`config.mk`:
```
export PLATFORM = sky130hd
export DESIGN_NAME = clock_top
export DESIGN_NICKNAME = d
export VERILOG_FILES = /design/src/logic/clock_pkg.sv /design/src/logic/tick_gen.sv /design/src/logic/mode_ctrl.sv /design/src/logic/hms_counter.sv /design/src/logic/alarm_unit.sv /design/src/logic/display_scan.sv /design/src/logic/clock_top.sv
export SDC_FILE = /design/constraint.sdc
export NUM_CORES = 1
export LEC_CHECK = 0
export CAP_MARGIN = 25
export CORE_ASPECT_RATIO = 0.8
export CORE_UTILIZATION = 65
export CTS_CLUSTER_DIAMETER = 40
export DETAILED_ROUTE_END_ITERATION = 8
export DONT_BUFFER_PORTS = 1
export GPL_TIMING_DRIVEN = 0
export PLACE_DENSITY = 0.82
export SYNTH_ARGS = -nofsm -noshare
export SYNTH_HDL_FRONTEND = slang
export SYNTH_HIERARCHICAL = 1
export SYNTH_SLANG_ARGS = --single-unit
```
`constraint.sdc`:
```
create_clock -name clk -period 5.8 [get_ports clk]
set_clock_uncertainty 0.05 [all_clocks]
set_input_delay 1.16 -clock clk [delete_from_list [all_inputs] [get_ports clk]]
set_output_delay 1.16 -clock clk [all_outputs]
set_load 0.005 [all_outputs]
```
`src/logic/clock_pkg.sv`:
```
/*
 * Shared types and constants for the six-digit clock.
 * Segment bits run a..g from bit 6 down to bit 0, and a lit segment is 1.
 */
package clock_pkg;

	typedef enum logic [1:0] {
		MODE_CLOCK = 2'd0,
		MODE_SETUP = 2'd1,
		MODE_ALARM = 2'd2
	} mode_e;

	typedef enum logic [1:0] {
		FIELD_SEC  = 2'd0,
		FIELD_MIN  = 2'd1,
		FIELD_HOUR = 2'd2
	} field_e;

	localparam int HMS_W      = 6;
	localparam int SEC_MAX    = 59;		// seconds and minutes
	localparam int HOUR_MAX   = 23;
	localparam int TICK_DIV   = 50_000_000;	// clk cycles per second
	localparam int SCAN_DIV   = 5_000;	// clk cycles per scan step
	localparam int NUM_DIGITS = 6;
	localparam int SEG_W      = 7;
	localparam int ALARM_SECS = 5;	// ring length in seconds

	function automatic logic [SEG_W-1:0] seg_of_digit(input logic [3:0] digit);
		case (digit)
			4'd0:    return 7'b111_1110;
			4'd1:    return 7'b011_0000;
			4'd2:    return 7'b110_1101;
			4'd3:    return 7'b111_1001;
			4'd4:    return 7'b011_0011;
			4'd5:    return 7'b101_1011;
			4'd6:    return 7'b101_1111;
			4'd7:    return 7'b111_0000;
			4'd8:    return 7'b111_1111;
			4'd9:    return 7'b111_0011;
			default: return 7'b000_0000;	// blank
		endcase
	endfunction

endpackage

```
`src/logic/tick_gen.sv`:
```
/*
 * Second and digit-scan enables, one clk cycle wide.
 * Both dividers must be at least 2.
 */
`timescale 1ns/1ps
module tick_gen import clock_pkg::*; #(
	parameter int TICK_DIV = clock_pkg::TICK_DIV,
	parameter int SCAN_DIV = clock_pkg::SCAN_DIV
) (
	input  logic clk,
	input  logic rst_n,
	output logic o_sec_tick,
	output logic o_scan_tick
);

	localparam int TICK_CW = $clog2(TICK_DIV);
	localparam int SCAN_CW = $clog2(SCAN_DIV);

	logic [TICK_CW-1:0] sec_cnt;
	logic [SCAN_CW-1:0] scan_cnt;

	always_ff @(posedge clk or negedge rst_n) begin
		if (!rst_n) begin
			sec_cnt     <= TICK_CW'(TICK_DIV - 1);
			scan_cnt    <= SCAN_CW'(SCAN_DIV - 1);
			o_sec_tick  <= 1'b0;
			o_scan_tick <= 1'b0;
		end else begin
			o_sec_tick  <= (sec_cnt == '0);
			o_scan_tick <= (scan_cnt == '0);
			sec_cnt  <= (sec_cnt == '0) ? TICK_CW'(TICK_DIV - 1) : sec_cnt - 1'b1;
			scan_cnt <= (scan_cnt == '0) ? SCAN_CW'(SCAN_DIV - 1) : scan_cnt - 1'b1;
		end
	end

	// the counters drive a single-cycle enable, never a level
	a_sec_pulse: assert property (@(posedge clk) disable iff (!rst_n)
		o_sec_tick |=> !o_sec_tick);

endmodule

```
`src/logic/mode_ctrl.sv`:
```
/*
 * Buttons are active high and assumed bounce free.
 * A press needs 3 high cycles and 3 low cycles before the next one.
 */
`timescale 1ns/1ps
module mode_ctrl import clock_pkg::*; (
	input  logic   clk,
	input  logic   rst_n,
	input  logic   i_btn_mode,
	input  logic   i_btn_field,
	input  logic   i_btn_inc,
	input  logic   i_btn_alarm,
	output mode_e  o_mode,
	output field_e o_field,
	output logic   o_alarm_en,
	output logic   o_run,
	output logic   o_clk_inc_sec,
	output logic   o_clk_inc_min,
	output logic   o_clk_inc_hour,
	output logic   o_alm_inc_sec,
	output logic   o_alm_inc_min,
	output logic   o_alm_inc_hour
);

	logic [3:0] sync_1;
	logic [3:0] sync_2;
	logic [3:0] sync_3;	// previous synced level, for edges
	logic       mode_rise;
	logic       field_rise;
	logic       inc_rise;
	logic       alarm_rise;
	logic       inc_clk;
	logic       inc_alm;

	// -------------------------------------------------------------------------
	// synchronizer and rising edge
	// -------------------------------------------------------------------------
	always_ff @(posedge clk or negedge rst_n) begin
		if (!rst_n) begin
			sync_1 <= '0;
			sync_2 <= '0;
			sync_3 <= '0;
		end else begin
			sync_1 <= {i_btn_alarm, i_btn_inc, i_btn_field, i_btn_mode};
			sync_2 <= sync_1;
			sync_3 <= sync_2;
		end
	end

	assign {alarm_rise, inc_rise, field_rise, mode_rise} = sync_2 & ~sync_3;

	// -------------------------------------------------------------------------
	// mode / field state
	// -------------------------------------------------------------------------
	always_ff @(posedge clk or negedge rst_n) begin
		if (!rst_n) begin
			o_mode     <= MODE_CLOCK;
			o_field    <= FIELD_SEC;
			o_alarm_en <= 1'b0;
		end else begin
			if (mode_rise)
				o_mode <= (o_mode == MODE_ALARM) ? MODE_CLOCK : mode_e'(o_mode + 2'd1);
			if (field_rise)
				o_field <= (o_field == FIELD_HOUR) ? FIELD_SEC : field_e'(o_field + 2'd1);
			if (alarm_rise)
				o_alarm_en <= ~o_alarm_en;
		end
	end

	assign o_run = (o_mode != MODE_SETUP);	// clock stands still while set

	// increment goes to whichever counter the mode edits
	assign inc_clk = inc_rise && (o_mode == MODE_SETUP);
	assign inc_alm = inc_rise && (o_mode == MODE_ALARM);

	always_ff @(posedge clk or negedge rst_n) begin
		if (!rst_n) begin
			o_clk_inc_sec  <= 1'b0;
			o_clk_inc_min  <= 1'b0;
			o_clk_inc_hour <= 1'b0;
			o_alm_inc_sec  <= 1'b0;
			o_alm_inc_min  <= 1'b0;
			o_alm_inc_hour <= 1'b0;
		end else begin
			o_clk_inc_sec  <= inc_clk && (o_field == FIELD_SEC);
			o_clk_inc_min  <= inc_clk && (o_field == FIELD_MIN);
			o_clk_inc_hour <= inc_clk && (o_field == FIELD_HOUR);
			o_alm_inc_sec  <= inc_alm && (o_field == FIELD_SEC);
			o_alm_inc_min  <= inc_alm && (o_field == FIELD_MIN);
			o_alm_inc_hour <= inc_alm && (o_field == FIELD_HOUR);
		end
	end

	a_one_strobe: assert property (@(posedge clk) disable iff (!rst_n)
		$onehot0({o_clk_inc_sec, o_clk_inc_min, o_clk_inc_hour,
			o_alm_inc_sec, o_alm_inc_min, o_alm_inc_hour}));

endmodule

```
`src/logic/hms_counter.sv`:
```
/*
 * Running ticks carry sec -> min -> hour, increments wrap one field only.
 * Tie i_run low for a counter that is only ever set by hand.
 */
`timescale 1ns/1ps
module hms_counter import clock_pkg::*; (
	input  logic             clk,
	input  logic             rst_n,
	input  logic             i_tick,
	input  logic             i_run,
	input  logic             i_inc_sec,
	input  logic             i_inc_min,
	input  logic             i_inc_hour,
	output logic [HMS_W-1:0] o_sec,
	output logic [HMS_W-1:0] o_min,
	output logic [HMS_W-1:0] o_hour
);

	logic run_tick;
	logic sec_carry;
	logic min_carry;

	// step by one, back to zero past the last value
	function automatic logic [HMS_W-1:0] wrap_inc(
		input logic [HMS_W-1:0] v,
		input logic [HMS_W-1:0] last
	);
		return (v == last) ? '0 : v + 1'b1;
	endfunction

	assign run_tick  = i_tick & i_run;
	assign sec_carry = run_tick & (o_sec == HMS_W'(SEC_MAX));
	assign min_carry = sec_carry & (o_min == HMS_W'(SEC_MAX));

	always_ff @(posedge clk or negedge rst_n) begin
		if (!rst_n) begin
			o_sec  <= '0;
			o_min  <= '0;
			o_hour <= '0;
		end else begin
			if (run_tick || i_inc_sec)
				o_sec <= wrap_inc(o_sec, HMS_W'(SEC_MAX));
			if (sec_carry || i_inc_min)
				o_min <= wrap_inc(o_min, HMS_W'(SEC_MAX));
			if (min_carry || i_inc_hour)	// 23:59:59 rolls to 00:00:00
				o_hour <= wrap_inc(o_hour, HMS_W'(HOUR_MAX));
		end
	end

	a_sec_range: assert property (@(posedge clk) disable iff (!rst_n)
		o_sec <= HMS_W'(SEC_MAX));
	a_min_range: assert property (@(posedge clk) disable iff (!rst_n)
		o_min <= HMS_W'(SEC_MAX));
	a_hour_range: assert property (@(posedge clk) disable iff (!rst_n)
		o_hour <= HMS_W'(HOUR_MAX));

endmodule

```
`src/logic/alarm_unit.sv`:
```
/*
 * Rings for ALARM_SECS second ticks once the clock reaches the alarm time.
 * A match must be left and entered again before it rings a second time.
 */
`timescale 1ns/1ps
module alarm_unit import clock_pkg::*; (
	input  logic             clk,
	input  logic             rst_n,
	input  logic             i_sec_tick,
	input  logic             i_alarm_en,
	input  logic [HMS_W-1:0] i_sec,
	input  logic [HMS_W-1:0] i_min,
	input  logic [HMS_W-1:0] i_hour,
	input  logic [HMS_W-1:0] i_alm_sec,
	input  logic [HMS_W-1:0] i_alm_min,
	input  logic [HMS_W-1:0] i_alm_hour,
	output logic             o_alarm
);

	localparam int RING_W = $clog2(ALARM_SECS);

	logic              time_eq;
	logic              armed;	// set once the clock is off the match
	logic [RING_W-1:0] ring_cnt;

	assign time_eq = (i_sec == i_alm_sec) && (i_min == i_alm_min) && (i_hour == i_alm_hour);

	always_ff @(posedge clk or negedge rst_n) begin
		if (!rst_n) begin
			o_alarm  <= 1'b0;
			armed    <= 1'b1;
			ring_cnt <= '0;
		end else begin
			if (!time_eq)
				armed <= 1'b1;

			if (!i_alarm_en) begin
				o_alarm  <= 1'b0;
				ring_cnt <= '0;
			end else if (!o_alarm) begin
				if (time_eq && armed) begin	// first cycle of a match
					o_alarm  <= 1'b1;
					armed    <= 1'b0;
					ring_cnt <= '0;
				end
			end else if (i_sec_tick) begin
				if (ring_cnt == RING_W'(ALARM_SECS - 1)) begin
					o_alarm  <= 1'b0;
					ring_cnt <= '0;
				end else begin
					ring_cnt <= ring_cnt + 1'b1;
				end
			end
		end
	end

	a_quiet_when_off: assert property (@(posedge clk) disable iff (!rst_n)
		!$past(i_alarm_en) |-> !o_alarm);

endmodule

```
`src/logic/display_scan.sv`:
```
/*
 * Digit 0 is the seconds units, digit 5 the hours tens.
 * o_seg_enb is active low, o_seg and o_seg_dp are active high.
 */
`timescale 1ns/1ps
module display_scan import clock_pkg::*; (
	input  logic                  clk,
	input  logic                  rst_n,
	input  logic                  i_scan_tick,
	input  logic                  i_alarm_en,
	input  mode_e                 i_mode,
	input  logic [HMS_W-1:0]      i_sec,
	input  logic [HMS_W-1:0]      i_min,
	input  logic [HMS_W-1:0]      i_hour,
	output logic [SEG_W-1:0]      o_seg,
	output logic                  o_seg_dp,
	output logic [NUM_DIGITS-1:0] o_seg_enb
);

	localparam int DIG_W = $clog2(NUM_DIGITS);

	logic [DIG_W-1:0] digit;
	logic [DIG_W-1:0] digit_nxt;
	logic [3:0]       cur_val;
	logic             cur_dp;

	assign digit_nxt = !i_scan_tick ? digit :
		(digit == DIG_W'(NUM_DIGITS - 1)) ? '0 : digit + 1'b1;

	// tens / units of the digit about to be shown
	always_comb begin
		case (digit_nxt)
			3'd0:    cur_val = 4'(i_sec % 10);
			3'd1:    cur_val = 4'(i_sec / 10);
			3'd2:    cur_val = 4'(i_min % 10);
			3'd3:    cur_val = 4'(i_min / 10);
			3'd4:    cur_val = 4'(i_hour % 10);
			3'd5:    cur_val = 4'(i_hour / 10);
			default: cur_val = 4'hf;	// blank
		endcase
	end

	// mode point, plus the last digit while the alarm is armed
	assign cur_dp = (digit_nxt == DIG_W'(i_mode)) ||
		((digit_nxt == DIG_W'(NUM_DIGITS - 1)) && i_alarm_en);

	always_ff @(posedge clk or negedge rst_n) begin
		if (!rst_n) begin
			digit     <= '0;
			o_seg     <= '0;
			o_seg_dp  <= 1'b0;
			o_seg_enb <= ~NUM_DIGITS'(1);
		end else begin
			digit     <= digit_nxt;
			o_seg     <= seg_of_digit(cur_val);
			o_seg_dp  <= cur_dp;
			o_seg_enb <= ~(NUM_DIGITS'(1) << digit_nxt);
		end
	end

endmodule

```
`src/logic/clock_top.sv`:
```
/*
 * Six-digit clock with alarm on a single clk.
 * The display shows the alarm time in alarm mode, the clock time otherwise.
 */
`timescale 1ns/1ps
module clock_top import clock_pkg::*; #(
	parameter int TICK_DIV = clock_pkg::TICK_DIV,
	parameter int SCAN_DIV = clock_pkg::SCAN_DIV
) (
	input  logic                  clk,
	input  logic                  rst_n,
	input  logic                  i_btn_mode,
	input  logic                  i_btn_field,
	input  logic                  i_btn_inc,
	input  logic                  i_btn_alarm,
	output logic [SEG_W-1:0]      o_seg,
	output logic                  o_seg_dp,
	output logic [NUM_DIGITS-1:0] o_seg_enb,
	output logic                  o_alarm
);

	logic             sec_tick;
	logic             scan_tick;
	mode_e            mode;
	logic             alarm_en;
	logic             run;
	logic             clk_inc_sec;
	logic             clk_inc_min;
	logic             clk_inc_hour;
	logic             alm_inc_sec;
	logic             alm_inc_min;
	logic             alm_inc_hour;
	logic [HMS_W-1:0] sec;
	logic [HMS_W-1:0] min;
	logic [HMS_W-1:0] hour;
	logic [HMS_W-1:0] alm_sec;
	logic [HMS_W-1:0] alm_min;
	logic [HMS_W-1:0] alm_hour;
	logic [HMS_W-1:0] disp_sec;
	logic [HMS_W-1:0] disp_min;
	logic [HMS_W-1:0] disp_hour;

	tick_gen #(.TICK_DIV(TICK_DIV), .SCAN_DIV(SCAN_DIV)) u_tick (
		.clk(clk), .rst_n(rst_n), .o_sec_tick(sec_tick), .o_scan_tick(scan_tick));

	mode_ctrl u_mode (
		.clk(clk), .rst_n(rst_n),
		.i_btn_mode(i_btn_mode), .i_btn_field(i_btn_field),
		.i_btn_inc(i_btn_inc), .i_btn_alarm(i_btn_alarm),
		.o_mode(mode), .o_field(), .o_alarm_en(alarm_en), .o_run(run),	// field stays inside
		.o_clk_inc_sec(clk_inc_sec), .o_clk_inc_min(clk_inc_min),
		.o_clk_inc_hour(clk_inc_hour), .o_alm_inc_sec(alm_inc_sec),
		.o_alm_inc_min(alm_inc_min), .o_alm_inc_hour(alm_inc_hour));

	hms_counter clock_cnt (
		.clk(clk), .rst_n(rst_n), .i_tick(sec_tick), .i_run(run),
		.i_inc_sec(clk_inc_sec), .i_inc_min(clk_inc_min), .i_inc_hour(clk_inc_hour),
		.o_sec(sec), .o_min(min), .o_hour(hour));

	hms_counter alarm_cnt (
		.clk(clk), .rst_n(rst_n), .i_tick(sec_tick), .i_run(1'b0),	// set by hand only
		.i_inc_sec(alm_inc_sec), .i_inc_min(alm_inc_min), .i_inc_hour(alm_inc_hour),
		.o_sec(alm_sec), .o_min(alm_min), .o_hour(alm_hour));

	alarm_unit u_alarm (
		.clk(clk), .rst_n(rst_n), .i_sec_tick(sec_tick), .i_alarm_en(alarm_en),
		.i_sec(sec), .i_min(min), .i_hour(hour),
		.i_alm_sec(alm_sec), .i_alm_min(alm_min), .i_alm_hour(alm_hour),
		.o_alarm(o_alarm));

	always_comb begin
		if (mode == MODE_ALARM) begin
			disp_sec  = alm_sec;
			disp_min  = alm_min;
			disp_hour = alm_hour;
		end else begin
			disp_sec  = sec;
			disp_min  = min;
			disp_hour = hour;
		end
	end

	display_scan u_disp (
		.clk(clk), .rst_n(rst_n), .i_scan_tick(scan_tick), .i_alarm_en(alarm_en),
		.i_mode(mode), .i_sec(disp_sec), .i_min(disp_min), .i_hour(disp_hour),
		.o_seg(o_seg), .o_seg_dp(o_seg_dp), .o_seg_enb(o_seg_enb));

endmodule

```
== Yosys cells after proc, flatten, opt, wreduce, memory -nomap -nowiden ==
Memories as Yosys holds them, arrays and structs flattened. A register that Yosys moved wholly into a read port is not among the register bits.
Index checks and enable logic that the tools add are counted.

* Bits in registers: 115
* ROM bits: 112
* Input bits: 6
* Output and inout bits: 15
* Logic and storage cells: 131
* Memories: 1

* $add $sub $neg: 12
* Div/mod/pow operators: 6
* Equal/unequal tests: 24
* Shift-type cells: 1
* Muxes and demuxes: 30
* Bitwise operators: 7
* Reduce and logical (&&, ||, !) cells: 22

{| class="wikitable"
|+ Memories
! memory !! depth !! bits a word !! read ports !! clocked after Yosys merged registers in !! wr ports !! RTL line !! text
|-
| (no name shown) || 16 || 7 || 1 || 1 || 0 || clock_pkg.sv:29 || <nowiki>case (digit)</nowiki>
|}

{| class="wikitable"
|+ Operator list
! kind !! count
|-
| divider 6 x 4 -> 32 bit (second input constant) || 3
|-
| modulo 6 x 4 -> 32 bit (second input constant) || 3
|-
| 2-to-1 mux 6 bit || 9
|-
| adder 6 x 1 -> 6 bit (second input constant) || 6
|-
| logical NOT 26 bit || 1
|-
| 2-to-1 mux 26 bit || 1
|-
| subtractor 26 x 1 -> 26 bit (second input constant) || 1
|-
| == test 6 bit (second input constant) || 4
|-
| case mux 4 bit (6 select lines) || 1
|-
| 2-to-1 mux 3 bit || 7
|-
| == test 6 bit || 3
|-
| logical NOT 13 bit || 1
|-
| 2-to-1 mux 13 bit || 1
|-
| subtractor 13 x 1 -> 13 bit (second input constant) || 1
|-
| == test 3 bit (second input constant) || 4
|-
| == test 6 x 5 -> 1 bit (second input constant) || 2
|-
| logical AND 1 bit || 12
|-
| 2-to-1 mux 1 bit || 9
|-
| adder 3 x 1 -> 3 bit (second input constant) || 2
|-
| == test 3 x 2 -> 1 bit (second input constant) || 2
|-
| NOT 6 bit || 1
|-
| << shifter 1 x 3 -> 6 bit (first input constant) || 1
|-
| adder 2 x 1 -> 2 bit (second input constant) || 2
|-
| bitwise AND 4 bit || 1
|-
| 16 further kinds || 24
|}

== Logic depth before layout (Yosys ltp) ==
Gate-level depths: netlist of the first run.

* Word-level depth: 7
* Gate-level depth with buffers: 21
* Gate-level depth less buffers: 18

== Cells and area by module ==
Netlist of the first run, hierarchy kept.

{| class="wikitable"
|+ By module, submodules not included
! module !! times used !! cells each !! area each (sq um)
|-
| display_scan || 1 || 236 || 2072.0
|-
| hms_counter || 2 || 87 || 945.9
|-
| tick_gen || 1 || 177 || 1891.8
|-
| mode_ctrl || 1 || 46 || 748.2
|-
| alarm_unit || 1 || 53 || 515.5
|-
| clock_top || 1 || 22 || 289.0
|}

== Worst setup path after synthesis of the first run ==
OpenSTA, ideal clock, no wires.

* Path type: register to register
* Start point: register u_mode.o_mode[0]
* End point: register u_disp.o_seg[6]
* Library setup time: 0.076 ns
* Arrival time: 3.776 ns
* Required time: 5.674 ns
* Slack: 1.897 ns
* Cell stages (with the launch flop): 19
* Buffers on the path: 2
* Period minus slack after synthesis: 3.903 ns
* Cells stage by stage: dfrtp_1 > nor2b_4 > buf_6 > buf_12 > mux2_4 > a22oi_1 > o211ai_2 > o21a_1 > ha_1 > and4_1 > nand3_1 > o211ai_1 > o21ai_0 > o31a_1 > ha_1 > o41ai_2 > a21oi_4 > mux2_1 > o21ai_1

* Longest elaborated chain between the ends: 4
* Elaborated cells between the ends (all ways): 11
* Classes of those cells: div (6); eq/ne (1); mux (4)

{| class="wikitable"
|+ RTL lines
! item !! RTL line !! text
|-
| start: declaration || mode_ctrl.sv:13 || <nowiki>output mode_e o_mode,</nowiki>
|-
| start signal: assignment || mode_ctrl.sv:62 || <nowiki>o_mode <= (o_mode == MODE_ALARM) ? MODE_CLOCK : mode_e'(o_mode + 2'd1);</nowiki>
|-
| == test 2 bit (*) || clock_top.sv:72 || <nowiki>if (mode == MODE_ALARM) begin</nowiki>
|-
| 2-to-1 mux 6 bit (*) || clock_top.sv:72 ||
|-
| via disp_hour[3] || clock_top.sv:41 || <nowiki>logic [HMS_W-1:0] disp_hour;</nowiki>
|-
| divider 6 x 4 -> 32 bit or modulo 6 x 4 -> 32 bit (tied branches) || display_scan.sv:38, display_scan.sv:37 ||
|-
| case mux 4 bit (6 select lines) (*) || display_scan.sv:32 || <nowiki>case (digit_nxt)</nowiki>
|-
| end: declaration || display_scan.sv:15 || <nowiki>output logic [SEG_W-1:0] o_seg,</nowiki>
|}

The timed path passes the listed nets; every way through them passes the cells marked *.
A chain may end at the register's enable or synchronous reset.

== Worst setup path after layout of the first run ==
* Start point: register u_mode.o_mode[1]
* End point: register u_disp.o_seg[6]

The elaborated chain is that of the path after synthesis.

==> impl_metrics.json, run 1 <==
{
  "slew_violations": 0,
  "async_flop_share_pct": 100,
  "cts_root_buf": "clkbuf_16",
  "grt_max_degree": 123,
  "first_global_vias": 5448,
  "worstPathMaxFanout": 10,
  "ff2ff_path_depth": 18,
  "finalPower_w": 0.00283,
  "clock_latency_ns": 0.41,
  "startpoint_type": "flip-flop",
  "power.leakage_nw": 3.44,
  "ys_ff_latch": 122,
  "grt_usage_pct": 29.1,
  "crit_path_top_delay_cell": "o311ai_1",
  "grt_pass1_wl_um": 26800,
  "overflow": 0,
  "num_vias": 5589,
  "arrival_ns": 4.69,
  "stdcell_area_um2": 8200,
  "postCtsHoldBufs": 0,
  "max_freq_mhz": 227,
  "synth_edf_count": 0,
  "relSlewSlack_pct": 54.9,
  "hold_ws_ns": 0.296,
  "avgViaCountPerCell": 6.30,
  "dieArea_um2": 11800,
  "reg2reg_slack_ns": 1.40,
  "layout-drive-gt1-share_pct": 22.7,
  "cts_resized": 0,
  "yosysWarnings": 6,
  "worst_pin_slew_ns": 0.670,
  "placement.cell_area_um2": 7600,
  "hold_viol_final": 0,
  "fill_cells": 741,
  "holdCritPathClass": "reg -> reg",
  "area_growth_pct": 10.7,
  "netlist_area_um2": 7410,
  "num_antenna_cells": 0,
  "postRouteAntennaNets": 0,
  "layout.nets": 758,
  "die_h_um": 97.5,
  "clock-sinks": 122,
  "finalCritPeriodShare_pct": 75.8,
  "dr.pass1.iters": 6,
  "num_rows": 34,
  "p_per_area_nw_per_um2": 345,
  "yosysSeqAreaShare_pct": 41.7,
  "io_pins": 21,
  "setup_viol": 0,
  "status": "complete, no violations",
  "maxCapViolCount": 0,
  "path_clk_slew_ns": 0.06,
  "vdd_drop_max_mv": 0.301,
  "rsz0062_at_grt": "no",
  "cts_buffer_depth": 2,
  "ys.flop_type": "dfrtp_1",
  "final.setup.tns_ns": 0,
  "route.detailed.drc": 0,
  "place_hpwl_um": 11100,
  "crit_required_ns": 6.09,
  "antenna_found_initial": 0,
  "period_minus_slack_ns": 4.40,
  "crit_end": "u_disp/o_seg[6]",
  "coreArea_um2": 11000,
  "post_cts_buffers": 0,
  "cts_tree": "built",
  "port_buffers": 0,
  "htreeDepth": 4,
  "crit_start": "u_mode/o_mode[1]",
  "timing.rr.start": "u_mode/o_mode[1]",
  "drt-wirelength-per-cell_um": 17.8,
  "syn_inst": 708,
  "avgSynthCellArea_um2": 10.5,
  "cts-buffers-inserted": 17,
  "end_kind": "flip-flop",
  "initialDrtViolationCount": 517,
  "rr_endpoint": "u_disp/o_seg[6]",
  "initial_utilization_pct": 67.5,
  "critPathKind": "reg -> reg",
  "gp_congestion": 0.856,
  "drt-total-wl_um": 15800,
  "die_x_um": 121,
  "worstPathCellList": "nor2b_4, buf_6, buf_12, mux2_4, nand3_1, nand3_1, inv_1, nor2_1, a21oi_1, ha_1, a31oi_1, a211oi_1, a41oi_1, o311ai_1, inv_1, ha_1, mux2_1, o21ai_1",
  "synth.distinct_cells": 99,
  "cp_slowest_stage_delay_ns": 0.50
}
-- where the power goes --
group	leakage [nW]	switching (W)	internal, W	total, W
logic	1.67	0.000369	0.000324	0.000692
registers	1.49	0.000144	0.000935	0.00108
clock network	0.286	0.000407	0.000653	0.00106
total	3.44	0.000919	0.00191	0.00283
-- placed cells by master (no fill, tap or decap), drive strengths merged, types with 20 or more instances in the layout --
| cell | n |
|---|---|
| a21oi | 21 |
| clkbuf | 20 |
| dfrtp | 91 |
| dfstp | 31 |
| ha | 22 |
| inv | 34 |
| mux2 | 33 |
| nand2 | 56 |
| nand3 | 28 |
| nor2 | 54 |
| nor3 | 25 |
| o21ai | 41 |
| xnor2 | 34 |
-- worst min path at each step --
stage          slack [ns]  cells past startpoint          endpoint             start
2_1_floorplan        0.28                      0  u_mode/sync_2[0]  u_mode/sync_1[0]
6_report             0.30                      0  u_mode/sync_2[3]  u_mode/sync_1[3]
3_5_place_dp         0.28                      0  u_mode/sync_2[0]  u_mode/sync_1[0]
5_1_grt              0.31                      0  u_mode/sync_2[2]  u_mode/sync_1[2]
4_1_cts              0.30                      0  u_mode/sync_2[3]  u_mode/sync_1[3]
3_3_place_gp         0.28                      0  u_mode/sync_2[2]  u_mode/sync_1[2]
-- cell type report --
| type | count | area, µm² | share of cell area, % |
|---|---|---|---|
| tap | 144 | 180 | 2.20 |
| clock buffer | 18 | 439 | 5.36 |
| multi-input combinational | 542 | 4060 | 49.5 |
| inverter | 28 | 110 | 1.34 |
| clock inverter | 14 | 160 | 1.95 |
| buffer | 19 | 160 | 1.95 |
| sequential | 122 | 3090 | 37.7 |
-- Yosys cell counts, types with 5 or more instances --
cell	instances	area, µm²
nand3_1	27	135
a21o_1	11	82.6
inv_1	24	90.1
xnor2_1	33	289
buf_2	6	30.0
nor2b_1	11	68.8
mux2_4	11	165
nand2b_1	12	75.1
dfstp_2	31	815
nand4_1	9	56.3
nand2_1	53	199
ha_1	22	275
o21ai_1	6	30.0
xor2_1	16	140
buf_6	6	67.6
mux2i_1	12	120
o21a_1	7	52.6
o31ai_1	13	97.6
nor3_1	18	90.1
and3_1	10	62.6
o21ai_0	32	160
or3_1	9	56.3
a31oi_1	5	31.3
nor2_1	51	191
a21oi_1	19	95.1
mux2_2	21	236
nor4_1	11	68.8
dfrtp_1	91	2280
-- sequential cells by signal, summed over array words and instances, names as in the netlist, 2 cells and up --
signal / flops
u_mode/sync_3: 4
u_disp/o_seg: 7
u_mode/o_mode: 2
clock_cnt/o_hour: 6
clock_cnt/o_min: 6
u_mode/sync_2: 4
u_alarm/ring_cnt: 3
u_mode/o_field: 2
u_mode/sync_1: 4
u_tick/scan_cnt: 13
u_disp/digit: 3
alarm_cnt/o_sec: 6
u_tick/sec_cnt: 26
u_disp/o_seg_enb: 6
alarm_cnt/o_min: 6
clock_cnt/o_sec: 6
alarm_cnt/o_hour: 6
-- cell families after synthesis --
group	synth area share, %
other	0.0506
AOI/OAI and AO/OA	16.7
buffers and inverters	3.65
xor gates and xnor gates	6.16
muxes	7.19
and+or+nand+nor	20.8
DFF	41.7
adders and majority gates	3.72
-- critical path: cells and delay by family, from the launching register on --
family	cells	cell delay, ns
AOI/OAI and AO/OA	6	1.30
adders and majority gates	2	0.49
buffers and inverters	4	0.80
DFF	1	0.45
muxes	2	0.64
and+or+nand+nor	4	0.56
-- stage by stage --
step	util, %	std cells	setup slack (ns)
2_1_floorplan	-	711	1.90
3_3_place_gp	69.2	855	1.60
3_5_place_dp	69.2	855	1.47
4_1_cts	74.7	887	1.41
5_1_grt	74.7	887	0.878
6_report	74.7	887	1.40
-- layer usage --
| metal | track usage (%) | part of all wire [%] |
|---|---|---|
| met5 | 0 | 0 |
| met4 | 8.83 | 1.4 |
| met3 | 6.04 | 5.8 |
| met2 | 46.2 | 48 |
| met1 | 39.8 | 45 |
(Power assumes the default switching activity.)
==> inputs of run 2 (changes only) <==
--- a/config.mk
+++ b/config.mk
@@ -5,6 +5,7 @@
 export SDC_FILE = /design/constraint.sdc
 export NUM_CORES = 1
 export LEC_CHECK = 0
+export ABC_AREA = 1
 export CAP_MARGIN = 25
 export CORE_ASPECT_RATIO = 0.8
 export CORE_UTILIZATION = 65
==> constraint.sdc (replaced) <==
create_clock -name clk -period 4.1 [get_ports clk]
set_clock_uncertainty 0.05 [all_clocks]
set_input_delay 0.82 -clock clk [delete_from_list [all_inputs] [get_ports clk]]
set_output_delay 0.82 -clock clk [all_outputs]
set_load 0.005 [all_outputs]
==> impl_metrics.json, run 2 <==
{
  "status": "finished, violations left",
  "violations": "DRC",
  "setup_viol": 0,
  "final.setup.tns_ns": 0,
  "netlist_top_cells_area": "dfrtp_1, nand2_1, dfstp_2, nand3_1, inv_1",
  "reg_top3": "u_tick/sec_cnt x26, u_tick/scan_cnt x13, u_disp/o_seg x7",
  "yosysSeqAreaShare_pct": 39.3,
  "maxCapViolCount": 0,
  "regArea_um2": 3090,
  "regMostFlops": "u_tick/sec_cnt",
  "initial_utilization_pct": 67.5,
  "htreeDepth": 4,
  "drt-wirelength-per-cell_um": 13.3,
  "io_pins": 21,
  "path_clk_slew_ns": 0.06,
  "dr.pass1.iters": 7,
  "cts_tree": "built",
  "grt_pass1_wl_um": 28100,
  "holdCritPathClass": "in -> async",
  "startpoint_type": "flip-flop",
  "layout_commonest_cell": "nand2_1",
  "largest_register_ffs": 26,
  "grt_max_degree": 123,
  "clock_latency_ns": 0.42,
  "hold_viol_final": 0,
  "layout-drive-gt1-share_pct": 18.2,
  "synth.most_common_cell": "nand2_1",
  "rsz0062_at_grt": "no",
  "postLayoutCoreUtil_pct": 74.4,
  "arrival_ns": 4.05,
  "port_buffers": 0,
  "post_cts_buffers": 0,
  "worstPathMaxFanout": 10,
  "power.leakage_nw": 4.48,
  "avgSynthCellArea_um2": 7.47,
  "num_antenna_cells": 0,
  "layout.nets": 1099,
  "postRouteAntennaNets": 0,
  "initialDrtViolationCount": 487,
  "antenna_found_initial": 0,
  "path_common_cell": "nand2_1",
  "finalCritPeriodShare_pct": 91.4,
  "yosys.area.top_type": "dfrtp_1",
  "reg2reg_slack_ns": 0.35,
  "clock-sinks": 122,
  "netlist_area_um2": 7860,
  "cts_buffer_depth": 2,
  "cts_resized": 0,
  "ys.flop_type": "dfrtp_1",
  "syn_inst": 1052,
  "num_rows": 35,
  "yosysWarnings": 6,
  "num_vias": 6618,
  "route.detailed.drc": 9,
  "synth_top_area_share_pct": 29.0,
  "ys_top_cells_by_count": "nand2_1, inv_1, nor2_1, nand3_1, dfrtp_1",
  "multi_input_area_um2": 4120,
  "crit_required_ns": 4.40,
  "dieArea_um2": 12500,
  "drt-total-wl_um": 16400,
  "cp_slowest_stage_delay_ns": 0.42,
  "coreArea_um2": 11600,
  "slew_violations": 0,
  "overflow": 0,
  "first_global_vias": 6131,
  "fill_cells": 869,
  "vdd_drop_max_mv": 0.355,
  "synth.distinct_cells": 52,
  "mostFrequentLayoutCells": "nand2_1, inv_1, nor2_1",
  "gp_congestion": 0.900,
  "grt_usage_pct": 28.3,
  "p_per_area_nw_per_um2": 485,
  "ys_ff_latch": 122,
  "async_flop_share_pct": 100,
  "die_x_um": 125,
  "crit_path_top_delay_cell": "dfrtp_1",
  "postCtsHoldBufs": 0,
  "place_hpwl_um": 11600,
  "end_kind": "flip-flop",
  "die_h_um": 100,
  "cts-buffers-inserted": 17,
  "area_growth_pct": 10.3,
  "cts_root_buf": "clkbuf_16",
  "avgViaCountPerCell": 5.37,
  "syn-num-nets": 1080,
  "period_minus_slack_ns": 3.75,
  "synth_edf_count": 0,
  "setup_ws_ns": 0.351,
  "place_ws_ns": 0.355,
  "critPathKind": "reg -> reg",
  "max_freq_mhz": 267
}
## run 2: changes by cell type after synthesis, moves of 13 or more
cell | previous run | this run
nand2_1 | 53 | 299
inv_1 | 24 | 135
nand3_1 | 27 | 109
nor2_1 | 51 | 111
nand2_2 | 3 | 40
xnor2_1 | 33 | 13
mux2_2 | 21 | 2
nor3_1 | 18 | 4
inv_2 | 3 | 16
nor2_4 | 0 | 13
## run 2: final cells by class
type | count | area share, %
inverter | 154 | 6.76
clock inverter | 12 | 1.89
multi-input combinational | 771 | 47.5
buffer | 5 | 0.722
tap | 148 | 2.14
clock buffer | 20 | 5.27
sequential | 122 | 35.7
## run 2: where the power goes
part | switching (W) | internal [W] | total, W
Combinational | 0.000707 | 0.000432 | 0.00114
Clock | 0.000563 | 0.000995 | 0.00156
Sequential | 0.000181 | 0.00133 | 0.00151
Total | 0.00145 | 0.00275 | 0.00420
## run 2: final timing paths
check                                  from  cells past startpoint                  end
max                         u_disp/digit[0]                     27      u_disp/o_seg[3]
min                                   rst_n                      0  u_tick/scan_cnt[11]
max reg2reg                 u_disp/digit[0]                     27      u_disp/o_seg[3]
min reg2reg                u_mode/sync_1[3]                      0     u_mode/sync_2[3]
max in group asynchronous             rst_n                      0  u_disp/o_seg_enb[3]
min in group clk           u_mode/sync_1[3]                      0     u_mode/sync_2[3]
## run 2: logic make-up after synthesis
logic type | Yosys count | synth area share (%)
other | 1 | 0.0477
flip-flops | 122 | 39.3
XOR/XNOR | 28 | 3.12
AO/OA/AOI/OAI | 60 | 4.52
multiplexers | 2 | 0.287
buffers and inverters | 159 | 8.25
AND/OR/NAND/NOR | 658 | 40.9
adder cells (fa/ha/maj) | 22 | 3.50
## run 2: metal layers
metal | vias to the layer above | routed length, µm | GRT usage (%)
met1 | 3049 | 7920 | 39.0
met4 | 0 | 252 | 10.5
li1 | 3358 | - | -
met5 | - | 0 | 0
met2 | 183 | 7390 | 44.8
met3 | 28 | 863 | 5.44
## run 2: through the flow
stage               instance area, µm²  total power [W]  cells  hold WS [ns]
floorplan                         7860          0.00237   1052         0.281
global placement                  8040          0.00257   1200         0.285
detailed placement                8040          0.00262   1200         0.288
CTS                               8660          0.00421   1232        0.0343
global route                      8670          0.00445   1232        0.0293
finish                            8670          0.00420   1232        0.0442
## run 2: critical path, delay by kind of cell, from the launching register on
family / cells / cell delay (ns)
DFF: 1 / 0.42
buffers and inverters: 5 / 0.51
and+or+nand+nor: 17 / 1.78
adders and majority gates: 2 / 0.33
AOI/OAI and AO/OA: 3 / 0.59
